## src/sdram_dev_pkg.sv

```systemverilog
// SDR SDRAM pin-level definitions; every timing count assumes a clock where each wait is 2 cycles, no refresh
package sdram_dev_pkg;

    // command word is {cs_n, ras_n, cas_n, we_n}
    typedef logic [3:0]  sdram_cmd_t;
    typedef logic [12:0] sdram_addr_t;   // multiplexed row/column address
    typedef logic [1:0]  sdram_dqm_t;    // {dqmh, dqml}

    localparam sdram_cmd_t nop       = 4'b0111;
    localparam sdram_cmd_t active    = 4'b0011;
    localparam sdram_cmd_t read      = 4'b0101;
    localparam sdram_cmd_t write     = 4'b0100;
    localparam sdram_cmd_t precharge = 4'b0010;   // a[10] low selects one bank

    // everything the controller puts on the device pins except DQ
    typedef struct packed {
        sdram_cmd_t  cmd;
        sdram_addr_t a;     // row on active, column on read/write
        logic [1:0]  ba;
        sdram_dqm_t  dqm;   // held low while read data is due
    } sdram_pins_t;

    localparam int t_rp  = 2;   // precharge to active, same bank
    localparam int t_rcd = 2;   // active to read/write, same bank
    localparam int t_rrd = 2;   // active to active, any two banks

    // read burst length programmed in the device, writes use single-location mode
    localparam int burst_len = 4;

endpackage

```

## src/ctrl_types_pkg.sv

```systemverilog
// controller-side types; 24-bit word address split bank/row/column, one 16-bit word per location
package ctrl_types_pkg;
    import sdram_dev_pkg::*;

    localparam int n_banks = 4;

    typedef logic [12:0] row_t;
    typedef logic [8:0]  col_t;
    typedef logic [1:0]  bank_t;
    typedef logic [15:0] word_t;
    typedef logic [63:0] line_t;    // read burst, beat 0 in the low word

    // host word address, msb first
    typedef struct packed {
        bank_t bank;
        row_t  row;
        col_t  col;
    } addr_t;

    typedef struct packed {
        logic  rd;
        logic  wr;
        addr_t addr;
        word_t wdata;   // ignored on reads
    } host_req_t;

    // contents of one bank slot, bank number is implied by the slot
    typedef struct packed {
        logic  rd;
        logic  wr;
        row_t  row;
        col_t  col;
        word_t wdata;
    } bank_req_t;

    // a bank's bid for the pin bus
    typedef struct packed {
        logic        br;      // bus request
        sdram_cmd_t  cmd;
        sdram_addr_t a;
        word_t       wdata;
    } bank_cmd_t;

    // busy windows, OR-ed over all banks by the arbiter
    typedef struct packed {
        logic dbusy;      // read burst still being issued, no new READ
        logic dqm_busy;   // read data due on DQ, no WRITE
        logic post_act;   // tRRD window after an ACTIVE
    } bank_stat_t;

    typedef struct packed {
        bank_t bank;
        line_t data;
    } rd_rsp_t;

    typedef enum logic [2:0] {
        idle, prech, wait_rp, act, wait_rcd, access, data
    } bank_state_e;

endpackage

```

## src/req_dispatch.sv

```systemverilog
// one slot per bank; a request to a full slot waits with host_ack low, host must not set rd and wr together
`timescale 1ns/100ps

module req_dispatch import ctrl_types_pkg::*; (
    input  logic                    clk,
    input  logic                    rst,
    input  host_req_t               host_req,
    output logic                    host_ack,
    output bank_req_t [n_banks-1:0] slot_req,
    input  logic      [n_banks-1:0] bank_ack
);

    logic  [n_banks-1:0] slot_rd;     // slot holds a read
    logic  [n_banks-1:0] slot_wr;     // slot holds a write
    logic  [n_banks-1:0] slot_full;
    row_t                slot_row   [n_banks];
    col_t                slot_col   [n_banks];
    word_t               slot_wdata [n_banks];
    logic                req_any;

    assign req_any   = host_req.rd | host_req.wr;
    assign slot_full = slot_rd | slot_wr;
    assign host_ack  = req_any & ~slot_full[host_req.addr.bank];   // bank decode from top bits

    always_ff @(posedge clk or posedge rst) begin
        if (rst) begin
            slot_rd <= '0;
            slot_wr <= '0;
        end else begin
            for (int i = 0; i < n_banks; i++) begin
                if (bank_ack[i]) begin   // bank took it, slot free next cycle
                    slot_rd[i] <= 1'b0;
                    slot_wr[i] <= 1'b0;
                end
            end
            // ack only goes to an empty slot so it never meets a bank_ack
            if (host_ack) begin
                slot_rd[host_req.addr.bank] <= host_req.rd;
                slot_wr[host_req.addr.bank] <= host_req.wr;
            end
        end
    end

    always_ff @(posedge clk) begin
        if (host_ack) begin
            slot_row[host_req.addr.bank]   <= host_req.addr.row;
            slot_col[host_req.addr.bank]   <= host_req.addr.col;
            slot_wdata[host_req.addr.bank] <= host_req.wdata;
        end
    end

    always_comb begin
        for (int i = 0; i < n_banks; i++) begin
            slot_req[i] = '{rd: slot_rd[i], wr: slot_wr[i], row: slot_row[i],
                            col: slot_col[i], wdata: slot_wdata[i]};
        end
    end

endmodule

```

## src/bank_seq.sv

```systemverilog
// one bank's sequencer; row stays open after an access, tRAS and tWR are not enforced here
`timescale 1ns/100ps

module bank_seq import sdram_dev_pkg::*, ctrl_types_pkg::*; #(
    parameter int cas_lat = 2
) (
    input  logic       clk,
    input  logic       rst,
    input  bank_req_t  slot_req,
    output logic       bank_ack,
    input  logic       grant,
    input  bank_stat_t all_stat,
    output bank_cmd_t  bank_cmd,
    output bank_stat_t bank_stat
);

    bank_state_e state;
    bank_state_e eff_state;   // state as seen this cycle, idle resolved to its first step
    bank_state_e next_state;
    logic [1:0]  wait_cnt;    // t_rp, t_rcd and burst countdown
    logic [2:0]  dqm_cnt;     // cycles until our read data has left DQ
    logic [1:0]  act_cnt;     // tRRD after our ACTIVE
    logic        row_open;
    row_t        open_row;
    logic        pending;
    logic        row_hit;
    logic        fire;        // our command is on the pins this cycle

    assign pending = slot_req.rd | slot_req.wr;
    assign row_hit = row_open && (open_row == slot_req.row);
    assign fire    = bank_cmd.br & grant;

    // deciding in idle itself lets a row hit bid in the cycle after host_ack
    always_comb begin
        eff_state = state;
        if (state == idle && pending) begin
            if (row_hit)       eff_state = access;
            else if (row_open) eff_state = prech;   // wrong row open
            else               eff_state = act;
        end
    end

    // bid only when legal against the other banks' windows
    always_comb begin
        bank_cmd.br    = 1'b0;
        bank_cmd.cmd   = nop;
        bank_cmd.a     = '0;
        bank_cmd.wdata = slot_req.wdata;
        case (eff_state)
            prech: begin
                bank_cmd.br  = 1'b1;
                bank_cmd.cmd = precharge;
            end
            act: begin
                bank_cmd.br  = ~all_stat.post_act;
                bank_cmd.cmd = active;
                bank_cmd.a   = slot_req.row;
            end
            access: begin
                if (slot_req.rd) begin
                    bank_cmd.br  = ~all_stat.dbusy;   // bursts back to back, never overlapped
                    bank_cmd.cmd = read;
                end else begin
                    bank_cmd.br  = ~(all_stat.dbusy | all_stat.dqm_busy);   // DQ must be free
                    bank_cmd.cmd = write;
                end
                bank_cmd.a = sdram_addr_t'(slot_req.col);   // a[10] low, no auto-precharge
            end
            default: ;
        endcase
    end

    assign bank_ack = fire && (eff_state == access);

    always_comb begin
        next_state = eff_state;
        case (eff_state)
            prech:    if (fire) next_state = wait_rp;
            wait_rp:  if (wait_cnt == 2'd1) next_state = act;
            act:      if (fire) next_state = wait_rcd;
            wait_rcd: if (wait_cnt == 2'd1) next_state = access;
            access:   if (fire) next_state = slot_req.rd ? data : idle;   // writes end at once
            data:     if (wait_cnt == 2'd1) next_state = idle;
            default:  ;
        endcase
    end

    always_ff @(posedge clk or posedge rst) begin
        if (rst) begin
            state    <= idle;
            wait_cnt <= '0;
            dqm_cnt  <= '0;
            act_cnt  <= '0;
            row_open <= 1'b0;
        end else begin
            state <= next_state;

            if (fire) begin
                case (eff_state)
                    prech:   wait_cnt <= 2'(t_rp - 1);
                    act:     wait_cnt <= 2'(t_rcd - 1);
                    default: wait_cnt <= 2'(burst_len - 1);   // rest of the burst slot
                endcase
            end else if (wait_cnt != '0) begin
                wait_cnt <= wait_cnt - 2'd1;
            end

            if (fire && eff_state == access && slot_req.rd)
                dqm_cnt <= 3'(cas_lat + burst_len - 1);   // up to the last beat on DQ
            else if (dqm_cnt != '0)
                dqm_cnt <= dqm_cnt - 3'd1;

            if (fire && eff_state == act)
                act_cnt <= 2'(t_rrd - 1);
            else if (act_cnt != '0)
                act_cnt <= act_cnt - 2'd1;

            if (fire && eff_state == act)   row_open <= 1'b1;
            if (fire && eff_state == prech) row_open <= 1'b0;
        end
    end

    always_ff @(posedge clk) begin
        if (fire && eff_state == act) open_row <= slot_req.row;
    end

    assign bank_stat.dbusy    = (state == data);
    assign bank_stat.dqm_busy = (dqm_cnt != '0);
    assign bank_stat.post_act = (act_cnt != '0);

endmodule

```

## src/cmd_arbiter.sv

```systemverilog
// one command per cycle with rotating priority; needs cas_lat >= 2 and bursts that never overlap
`timescale 1ns/100ps

module cmd_arbiter import sdram_dev_pkg::*, ctrl_types_pkg::*; #(
    parameter int cas_lat = 2
) (
    input  logic                     clk,
    input  logic                     rst,
    input  bank_cmd_t  [n_banks-1:0] bank_cmd,
    input  bank_stat_t [n_banks-1:0] bank_stat,
    output logic       [n_banks-1:0] grant,
    output bank_stat_t               all_stat,
    output sdram_pins_t              pins,
    output word_t                    dq_out,
    output logic                     dq_oe,
    input  word_t                    dq_in,
    output rd_rsp_t                  rd_rsp,
    output logic                     rsp_valid
);

    bank_t               rr_ptr;     // first bank looked at
    bank_t               gnt_idx;
    logic                gnt_any;
    bank_cmd_t           gnt_cmd;
    logic                rd_issue;
    logic [cas_lat-1:0]  tag_v;      // reads in flight, one stage per CAS cycle
    bank_t [cas_lat-1:0] tag_bank;
    logic [1:0]          beat_cnt;   // 0 when no burst is arriving
    logic [47:0]         beat_buf;   // beats 0 to 2, newest on top
    bank_t               cur_bank;

    always_comb begin
        bank_t idx;
        grant   = '0;
        gnt_idx = rr_ptr;
        gnt_any = 1'b0;
        for (int k = 0; k < n_banks; k++) begin
            idx = rr_ptr + bank_t'(k);
            if (!gnt_any && bank_cmd[idx].br) begin
                grant[idx] = 1'b1;
                gnt_idx    = idx;
                gnt_any    = 1'b1;
            end
        end
    end

    assign gnt_cmd  = bank_cmd[gnt_idx];
    assign rd_issue = gnt_any && (gnt_cmd.cmd == read);

    always_comb begin
        all_stat = '0;
        for (int k = 0; k < n_banks; k++) all_stat = all_stat | bank_stat[k];
    end

    always_comb begin
        pins.cmd = gnt_any ? gnt_cmd.cmd : nop;
        pins.a   = gnt_any ? gnt_cmd.a : '0;
        pins.ba  = gnt_idx;
        // dqm low from the READ until its last beat so no beat gets masked
        pins.dqm = (all_stat.dqm_busy || (gnt_any && gnt_cmd.cmd inside {read, write}))
                   ? 2'b00 : 2'b11;
    end

    assign dq_oe  = gnt_any && (gnt_cmd.cmd == write);   // write data in the command cycle
    assign dq_out = gnt_cmd.wdata;

    always_ff @(posedge clk or posedge rst) begin
        if (rst) begin
            rr_ptr    <= '0;
            tag_v     <= '0;
            beat_cnt  <= '0;
            rsp_valid <= 1'b0;
        end else begin
            if (gnt_any) rr_ptr <= gnt_idx + 2'd1;   // winner goes to the back
            tag_v     <= {tag_v[cas_lat-2:0], rd_issue};
            rsp_valid <= 1'b0;
            if (tag_v[cas_lat-1]) begin
                beat_cnt <= 2'd1;   // beat 0 on dq_in now
            end else if (beat_cnt != '0) begin
                beat_cnt  <= beat_cnt + 2'd1;
                rsp_valid <= (beat_cnt == 2'(burst_len - 1));
            end
        end
    end

    always_ff @(posedge clk) begin
        tag_bank <= {tag_bank[cas_lat-2:0], gnt_idx};
        if (tag_v[cas_lat-1]) begin
            cur_bank <= tag_bank[cas_lat-1];
            beat_buf <= {dq_in, beat_buf[47:16]};
        end else if (beat_cnt == 2'(burst_len - 1)) begin
            rd_rsp.bank <= cur_bank;
            rd_rsp.data <= {dq_in, beat_buf};   // last beat goes straight to the top word
        end else if (beat_cnt != '0) begin
            beat_buf <= {dq_in, beat_buf[47:16]};
        end
    end

endmodule

```

## src/sdram_ctrl_top.sv

```systemverilog
// controller top; no refresh or init sequence, the device must come up ready at the same CAS latency
`timescale 1ns/100ps

module sdram_ctrl_top import sdram_dev_pkg::*, ctrl_types_pkg::*; #(
    parameter int cas_lat = 2   // 2 or 3
) (
    input  logic        clk,
    input  logic        rst,
    input  host_req_t   host_req,
    output logic        host_ack,
    output rd_rsp_t     rd_rsp,
    output logic        rsp_valid,
    output sdram_pins_t pins,
    output word_t       dq_out,
    output logic        dq_oe,
    input  word_t       dq_in
);

    bank_req_t  [n_banks-1:0] slot_req;    // dispatcher to banks
    logic       [n_banks-1:0] bank_ack;
    bank_cmd_t  [n_banks-1:0] bank_cmd;    // bids
    bank_stat_t [n_banks-1:0] bank_stat;
    logic       [n_banks-1:0] grant;
    bank_stat_t               all_stat;    // merged windows back to every bank

    req_dispatch u_dispatch (
        .clk      (clk),
        .rst      (rst),
        .host_req (host_req),
        .host_ack (host_ack),
        .slot_req (slot_req),
        .bank_ack (bank_ack)
    );

    for (genvar i = 0; i < n_banks; i++) begin : g_bank
        bank_seq #(.cas_lat(cas_lat)) u_bank (
            .clk       (clk),
            .rst       (rst),
            .slot_req  (slot_req[i]),
            .bank_ack  (bank_ack[i]),
            .grant     (grant[i]),
            .all_stat  (all_stat),
            .bank_cmd  (bank_cmd[i]),
            .bank_stat (bank_stat[i])
        );
    end

    cmd_arbiter #(.cas_lat(cas_lat)) u_arb (
        .clk       (clk),
        .rst       (rst),
        .bank_cmd  (bank_cmd),
        .bank_stat (bank_stat),
        .grant     (grant),
        .all_stat  (all_stat),
        .pins      (pins),
        .dq_out    (dq_out),
        .dq_oe     (dq_oe),
        .dq_in     (dq_in),
        .rd_rsp    (rd_rsp),
        .rsp_valid (rsp_valid)
    );

endmodule

```

## config.mk

```make
export PLATFORM = sky130hd
export DESIGN_NAME = sdram_ctrl_top
export DESIGN_NICKNAME = d
export VERILOG_FILES = /design/src/sdram_dev_pkg.sv /design/src/ctrl_types_pkg.sv /design/src/req_dispatch.sv /design/src/bank_seq.sv /design/src/cmd_arbiter.sv /design/src/sdram_ctrl_top.sv
export SDC_FILE = /design/constraint.sdc
export NUM_CORES = 1
export LEC_CHECK = 0
export BUFFER_PORTS_ARGS = -buffer_cell sky130_fd_sc_hd__buf_2
export CORE_ASPECT_RATIO = 0.9
export CORE_MARGIN = 1
export CORE_UTILIZATION = 46
export CTS_CLUSTER_SIZE = 28
export DETAILED_ROUTE_END_ITERATION = 12
export PLACE_DENSITY = 0.75
export SYNTH_ARGS = -nofsm -noshare
export SYNTH_HDL_FRONTEND = slang
export SYNTH_SLANG_ARGS = --single-unit
```

## constraint.sdc

```tcl
create_clock -name clk -period 11.15 [get_ports clk]
set_clock_uncertainty 0.1 [all_clocks]
set_input_delay 1.115 -clock clk [delete_from_list [all_inputs] [get_ports clk]]
set_output_delay 1.115 -clock clk [all_outputs]
set_load 0.01 [all_outputs]
```

Yosys cells after proc, flatten, opt, wreduce, memory -nomap -nowiden
Memories as Yosys holds them, arrays and structs flattened.
Cells that the tools add are included.
- flip-flop bits (word level): 231
- RAM bits: 152
- output and inout bits: 106
- logic and storage cells: 359
- memories kept: 3
- add/sub/neg operators: 17
- magnitude comparators: 11
- equality and inequality tests: 40
- muxes and demuxes: 149
- bitwise logic cells: 23
- reduce and logical (&&, ||, !) cells: 80
- memories (memory ; words ; bits a word ; read ports ; clocked after Yosys merged registers in ; write ports ; line ; source):
    u_dispatch.slot_wdata ; 4 ; 16 ; 4 ; 0 ; 1 ; req_dispatch.sv:18 ; word_t slot_wdata [n_banks];
    u_dispatch.slot_row ; 4 ; 13 ; 4 ; 0 ; 1 ; req_dispatch.sv:16 ; row_t slot_row [n_banks];
    u_dispatch.slot_col ; 4 ; 9 ; 4 ; 0 ; 1 ; req_dispatch.sv:17 ; col_t slot_col [n_banks];
- operators with widths (cell ; count):
    34-bit binary-select mux with 2-bit select ; 5
    48-bit two-way mux ; 3
    34-bit two-way mux ; 4
    3-bit two-way mux ; 44
    13-bit one-hot mux with 2 select lines ; 4
    3-bit one-hot mux with 6 select lines ; 4
    2-bit two-way mux ; 30
    5-bit one-hot mux with 3 select lines ; 4
    2-bit nonzero test ; 27
    13-bit == test ; 4
    3-bit == test, second input constant ; 16
    1-bit logical AND ; 35
    33-bit two-way mux ; 1
    1-bit two-way mux ; 30
    4-bit two-way mux ; 7
    3-bit by 2-bit == test with 1-bit output, second input constant ; 8
    5-bit two-way mux ; 4
    2-bit by 3-bit less-than comparator with 1-bit output, second input constant ; 6
    4-bit OR ; 4
    2-bit by 1-bit subtractor with 2-bit output, second input constant ; 8
    13-bit two-way mux ; 1
    3-bit by 1-bit == test with 1-bit output, second input constant ; 4
    3-bit zero test ; 4
    3-bit nonzero test ; 4
    19 further kinds ; 59

Logic depth before layout (Yosys ltp)
- depth in word-level cells: 27
- depth in mapped cells: 14
- depth with buffers taken out: 13

By module
From an unflattened synthesis, not the netlist that was laid out.
- cells, all modules: 1280
- area total of the unflattened synthesis: 17397.9 µm²
- modules (own cells, without submodules) (module ; instances ; cells each ; area each (µm²)):
    bank_seq ; 4 ; 177 ; 1667.8
    cmd_arbiter ; 1 ; 373 ; 5694.2
    req_dispatch ; 1 ; 199 ; 5032.3

Worst setup path after synthesis
No wires, ideal clock.
- path kind: input to register
- start: input host_req[38] (netlist name)
- end: memory u_dispatch.slot_col[0][0] (netlist name) (enable)
- arrival: 3.915 ns
- data required time: 10.565 ns
- slack: 6.650 ns
- stages: 2
- buffers on the path: 0
- path through: o32ai_1 nor3_1
- longest elaborated chain between the ends: 6
- ends and longest elaborated chain (item ; line ; source):
    from (decl) ; sdram_ctrl_top.sv:9 ; input host_req_t host_req,
    1-bit binary-select mux with 2-bit select ; req_dispatch.sv:23 ; assign host_ack = req_any & ~slot_full[host_req.addr.bank];
    1-bit two-way mux (not written as such) ; req_dispatch.sv:23 ;
    1-bit inverter ; req_dispatch.sv:23 ;
    1-bit AND ; req_dispatch.sv:23 ;
    1-bit two-way mux ; req_dispatch.sv:45 ; if (host_ack) begin
    1-bit two-way mux (not written as such) ; req_dispatch.sv:47 ; slot_col[host_req.addr.bank] <= host_req.addr.col;
    to (decl) ; req_dispatch.sv:17 ;
Several ways; a longest one is shown, not always the timed one. The select of a mux whose other input is x is not followed.

==> metrics <==
status complete, no violations; ANT nets after route 0; yosys warns 0; drt drc 0; PortBufs between 150 and 200; IO Count 166; crit path from u_arb.rr_ptr[0]$_DFFE_PP0P_; Cell Pwr Density 337 nW/um2; DIE AREA 35,800 um2; Setup CP Type flop to primary output; Mapped Nets 1,141; ys flop type edfxtp_1; Rows 64; P_leak 6.95 nW; FF-to-FF End g_bank[0].u_bank.open_row[1]$_DFFE_PP_; clock-pin slew on the worst setup and hold paths 0.06 ns; Synth Area per Inst roughly 15 um2; Global Route Usage Sum 19.9%; Starting Density 47.1%; hold path cells 0; Least-Margin Pin Slew 1.22 ns; Peak VDD IR 0.274 mV; DR vias/cell 5.65; period utilization 59.4%; first-pass GRT wire length 54,300 um; Post-synth EDFFs 320; initial antenna violation count 0; antenna diode count 0; Power, Total 6.32 mW; layout cells sized above 1 approximately a quarter; critical-path cell list clkinv_1, ha_1, inv_1, nor4_1, o31ai_2, nand2_2, nand2_1, o22a_1, a21oi_1, buf_2; area of the multi-input gates 4610 um2; Setup-failing EPs final 0; #FFs+latches synth 383; area grow syn2layout 16.4%; crit path DAT 5.41 ns; worst reg-to-reg setup slack 6.68 ns; largest net degree at the start of global routing 68; Storage cell area 11,200 um2; Post-Route Utilization a little over half; HP Class flop to flop; core box area 34,200 um2; DP HPWL ~23,000 um; H-tree levels 2; number of global-route vias before repair 9,533; slew margin rel. 18.3%; MaxCap Viol Count 0; kind of end point of the critical path primary output; Worst Path Required 9.94 ns; CP Max Fanout 25; # clock sinks 383; Fin. Hold Viols 0; final worst path period need 6.63 ns; setup bufs post-CTS 0; Worst path max stage delay 0.68 ns; root buffer cell clkbuf_16; end of the critical path pins[7]; DR vias 9,794; Post-synth ARST share 15.4%; GR Overflow Total 0; critical path's top delay family simple AND/OR/NAND/NOR gates; Cells after Synth 1,051; Slowest cell on crit path nand2_2; Slew Viols, Final 0; 1st-iter DRT viols about 1,000; instance count on the critical path 10; Nets 1,331; WL final 35,400 um; CP bufs+invs 3; die width 199 um; CTS Buffer Depth 3; GPL Wtd Cong 0.897; Fin Setup TNS 0 ns; CTS tree done; sequential-to-total area share from yosys stat between 60 and 70%; synthesized area 16,100 um2; Critical R2R Launch u_arb.rr_ptr[0]$_DFFE_PP0P_; cts hold-fix bufs 0; Worst-Skew Late Latency 0.54 ns; wire per inst 20.4 um; CTS resizes 0; CTS buffer count 40; fill cell count about 2,800; R2R depth 9; Die H approximately 180 um; Cell variety after synth between 90 and 100; RSZ-0062 raised after global routing no; Critical Path Source Type flop; DRT Pass-1 Iters 7; Max Clk Rate 0.151 GHz
## stage by stage
stage | instances | instance area, um2 | hold WS (ns) | worst slack (ns)
floorplan | 1051 | 16100 | 0.210 | 6.65
global placement | 1661 | 17500 | 0.213 | 5.33
detailed placement | 1661 | 17500 | 0.227 | 5.13
CTS | 1732 | 18800 | 0.244 | 4.60
global route | 1732 | 18800 | 0.238 | 4.12
finish | 1732 | 18800 | 0.240 | 4.52
## sequential cells by signal, summed over array words and instances, names as in the netlist, 8 cells and up
signal,flops
g_bank.u_bank.act_cnt,8
g_bank.u_bank.open_row,52
g_bank.u_bank.wait_cnt,8
g_bank.u_bank.dqm_cnt,12
u_dispatch.slot_row,52
u_arb.beat_buf,48
u_dispatch.slot_wdata,64
g_bank.u_bank.state,12
u_dispatch.slot_col,36
u_arb.rd_rsp,66
## power breakdown
group | total [mW] | switching (mW) | internal [mW]
combinational | 2.85 | 1.75 | 1.11
sequential | 2.19 | 0.200 | 1.99
clock | 1.27 | 0.538 | 0.734
## synthesized netlist by cell type (11+ instances only)
cell,instances,area share [%]
a21oi_1,37,1.1
a221oi_1,11,0.60
a22o_1,24,1.3
a22oi_1,21,0.98
buf_2,12,0.37
clkbuf_1,11,0.26
dfrtp_1,59,9.2
edfxtp_1,320,60
ha_1,30,2.3
inv_1,49,1.1
mux4_2,17,2.4
nand2_1,51,1.2
nand3_1,16,0.50
nand4_1,12,0.47
nor2_1,46,1.1
nor3_1,17,0.53
o21ai_0,28,0.87
xnor2_1,34,1.8
xor2_1,36,2.0
## worst min-delay path by stage
stage	slack (ns)	from	endpoint
after CTS	0.24	u_arb.tag_bank[1]$_DFF_P_	u_arb.tag_bank[3]$_DFF_P_
after detailed placement	0.23	u_arb.tag_bank[1]$_DFF_P_	u_arb.tag_bank[3]$_DFF_P_
final	0.24	u_arb.tag_bank[0]$_DFF_P_	u_arb.tag_bank[2]$_DFF_P_
after global routing	0.24	u_arb.tag_bank[1]$_DFF_P_	u_arb.tag_bank[3]$_DFF_P_
after global placement	0.21	u_arb.tag_bank[0]$_DFF_P_	u_arb.tag_bank[2]$_DFF_P_
after floorplan	0.21	u_arb.tag_bank[0]$_DFF_P_	u_arb.tag_bank[2]$_DFF_P_
## cell usage in the layout, fill, tap and decap left out, drive strengths merged, types with 32 or more instances in the layout
cell type	Yosys	routed
inv	49	52
o21ai	32	32
xor2	36	36
clkbuf	13	45
edfxtp	320	320
buf	21	182
a21oi	38	38
dfrtp	59	59
nand2	53	53
xnor2	34	34
nor2	48	48
## layer usage
metal | vias to the layer above | track usage [%] | routed length (um)
met5 | - | 0 | 0
met4 | 0 | 7.08 | 1150
met3 | 84 | 4.11 | 2530
met2 | 435 | 31.5 | 16500
met1 | 4829 | 27.3 | 15200
li1 | 4446 | - | -
## final cells by class
type,instances,area share [%]
Timing Repair Buffer,182,5.10
Tap cell,462,3.08
Multi-Input combinational cell,584,24.6
Sequential cell,383,59.5
Clock inverter,26,1.27
Clock buffer,45,5.44
Inverter,50,1.00
## kinds of logic after synthesis
logic type / synth area share [%]
flip-flops: 69.3
AO/OA/AOI/OAI: 10.8
XOR/XNOR: 3.81
adder cells (fa/ha/maj): 2.33
multiplexers: 3.56
other: 0.0233
buffers and inverters: 2.32
AND/OR/NAND/NOR: 7.88
Note: power is estimated with default switching activity, not from simulation.
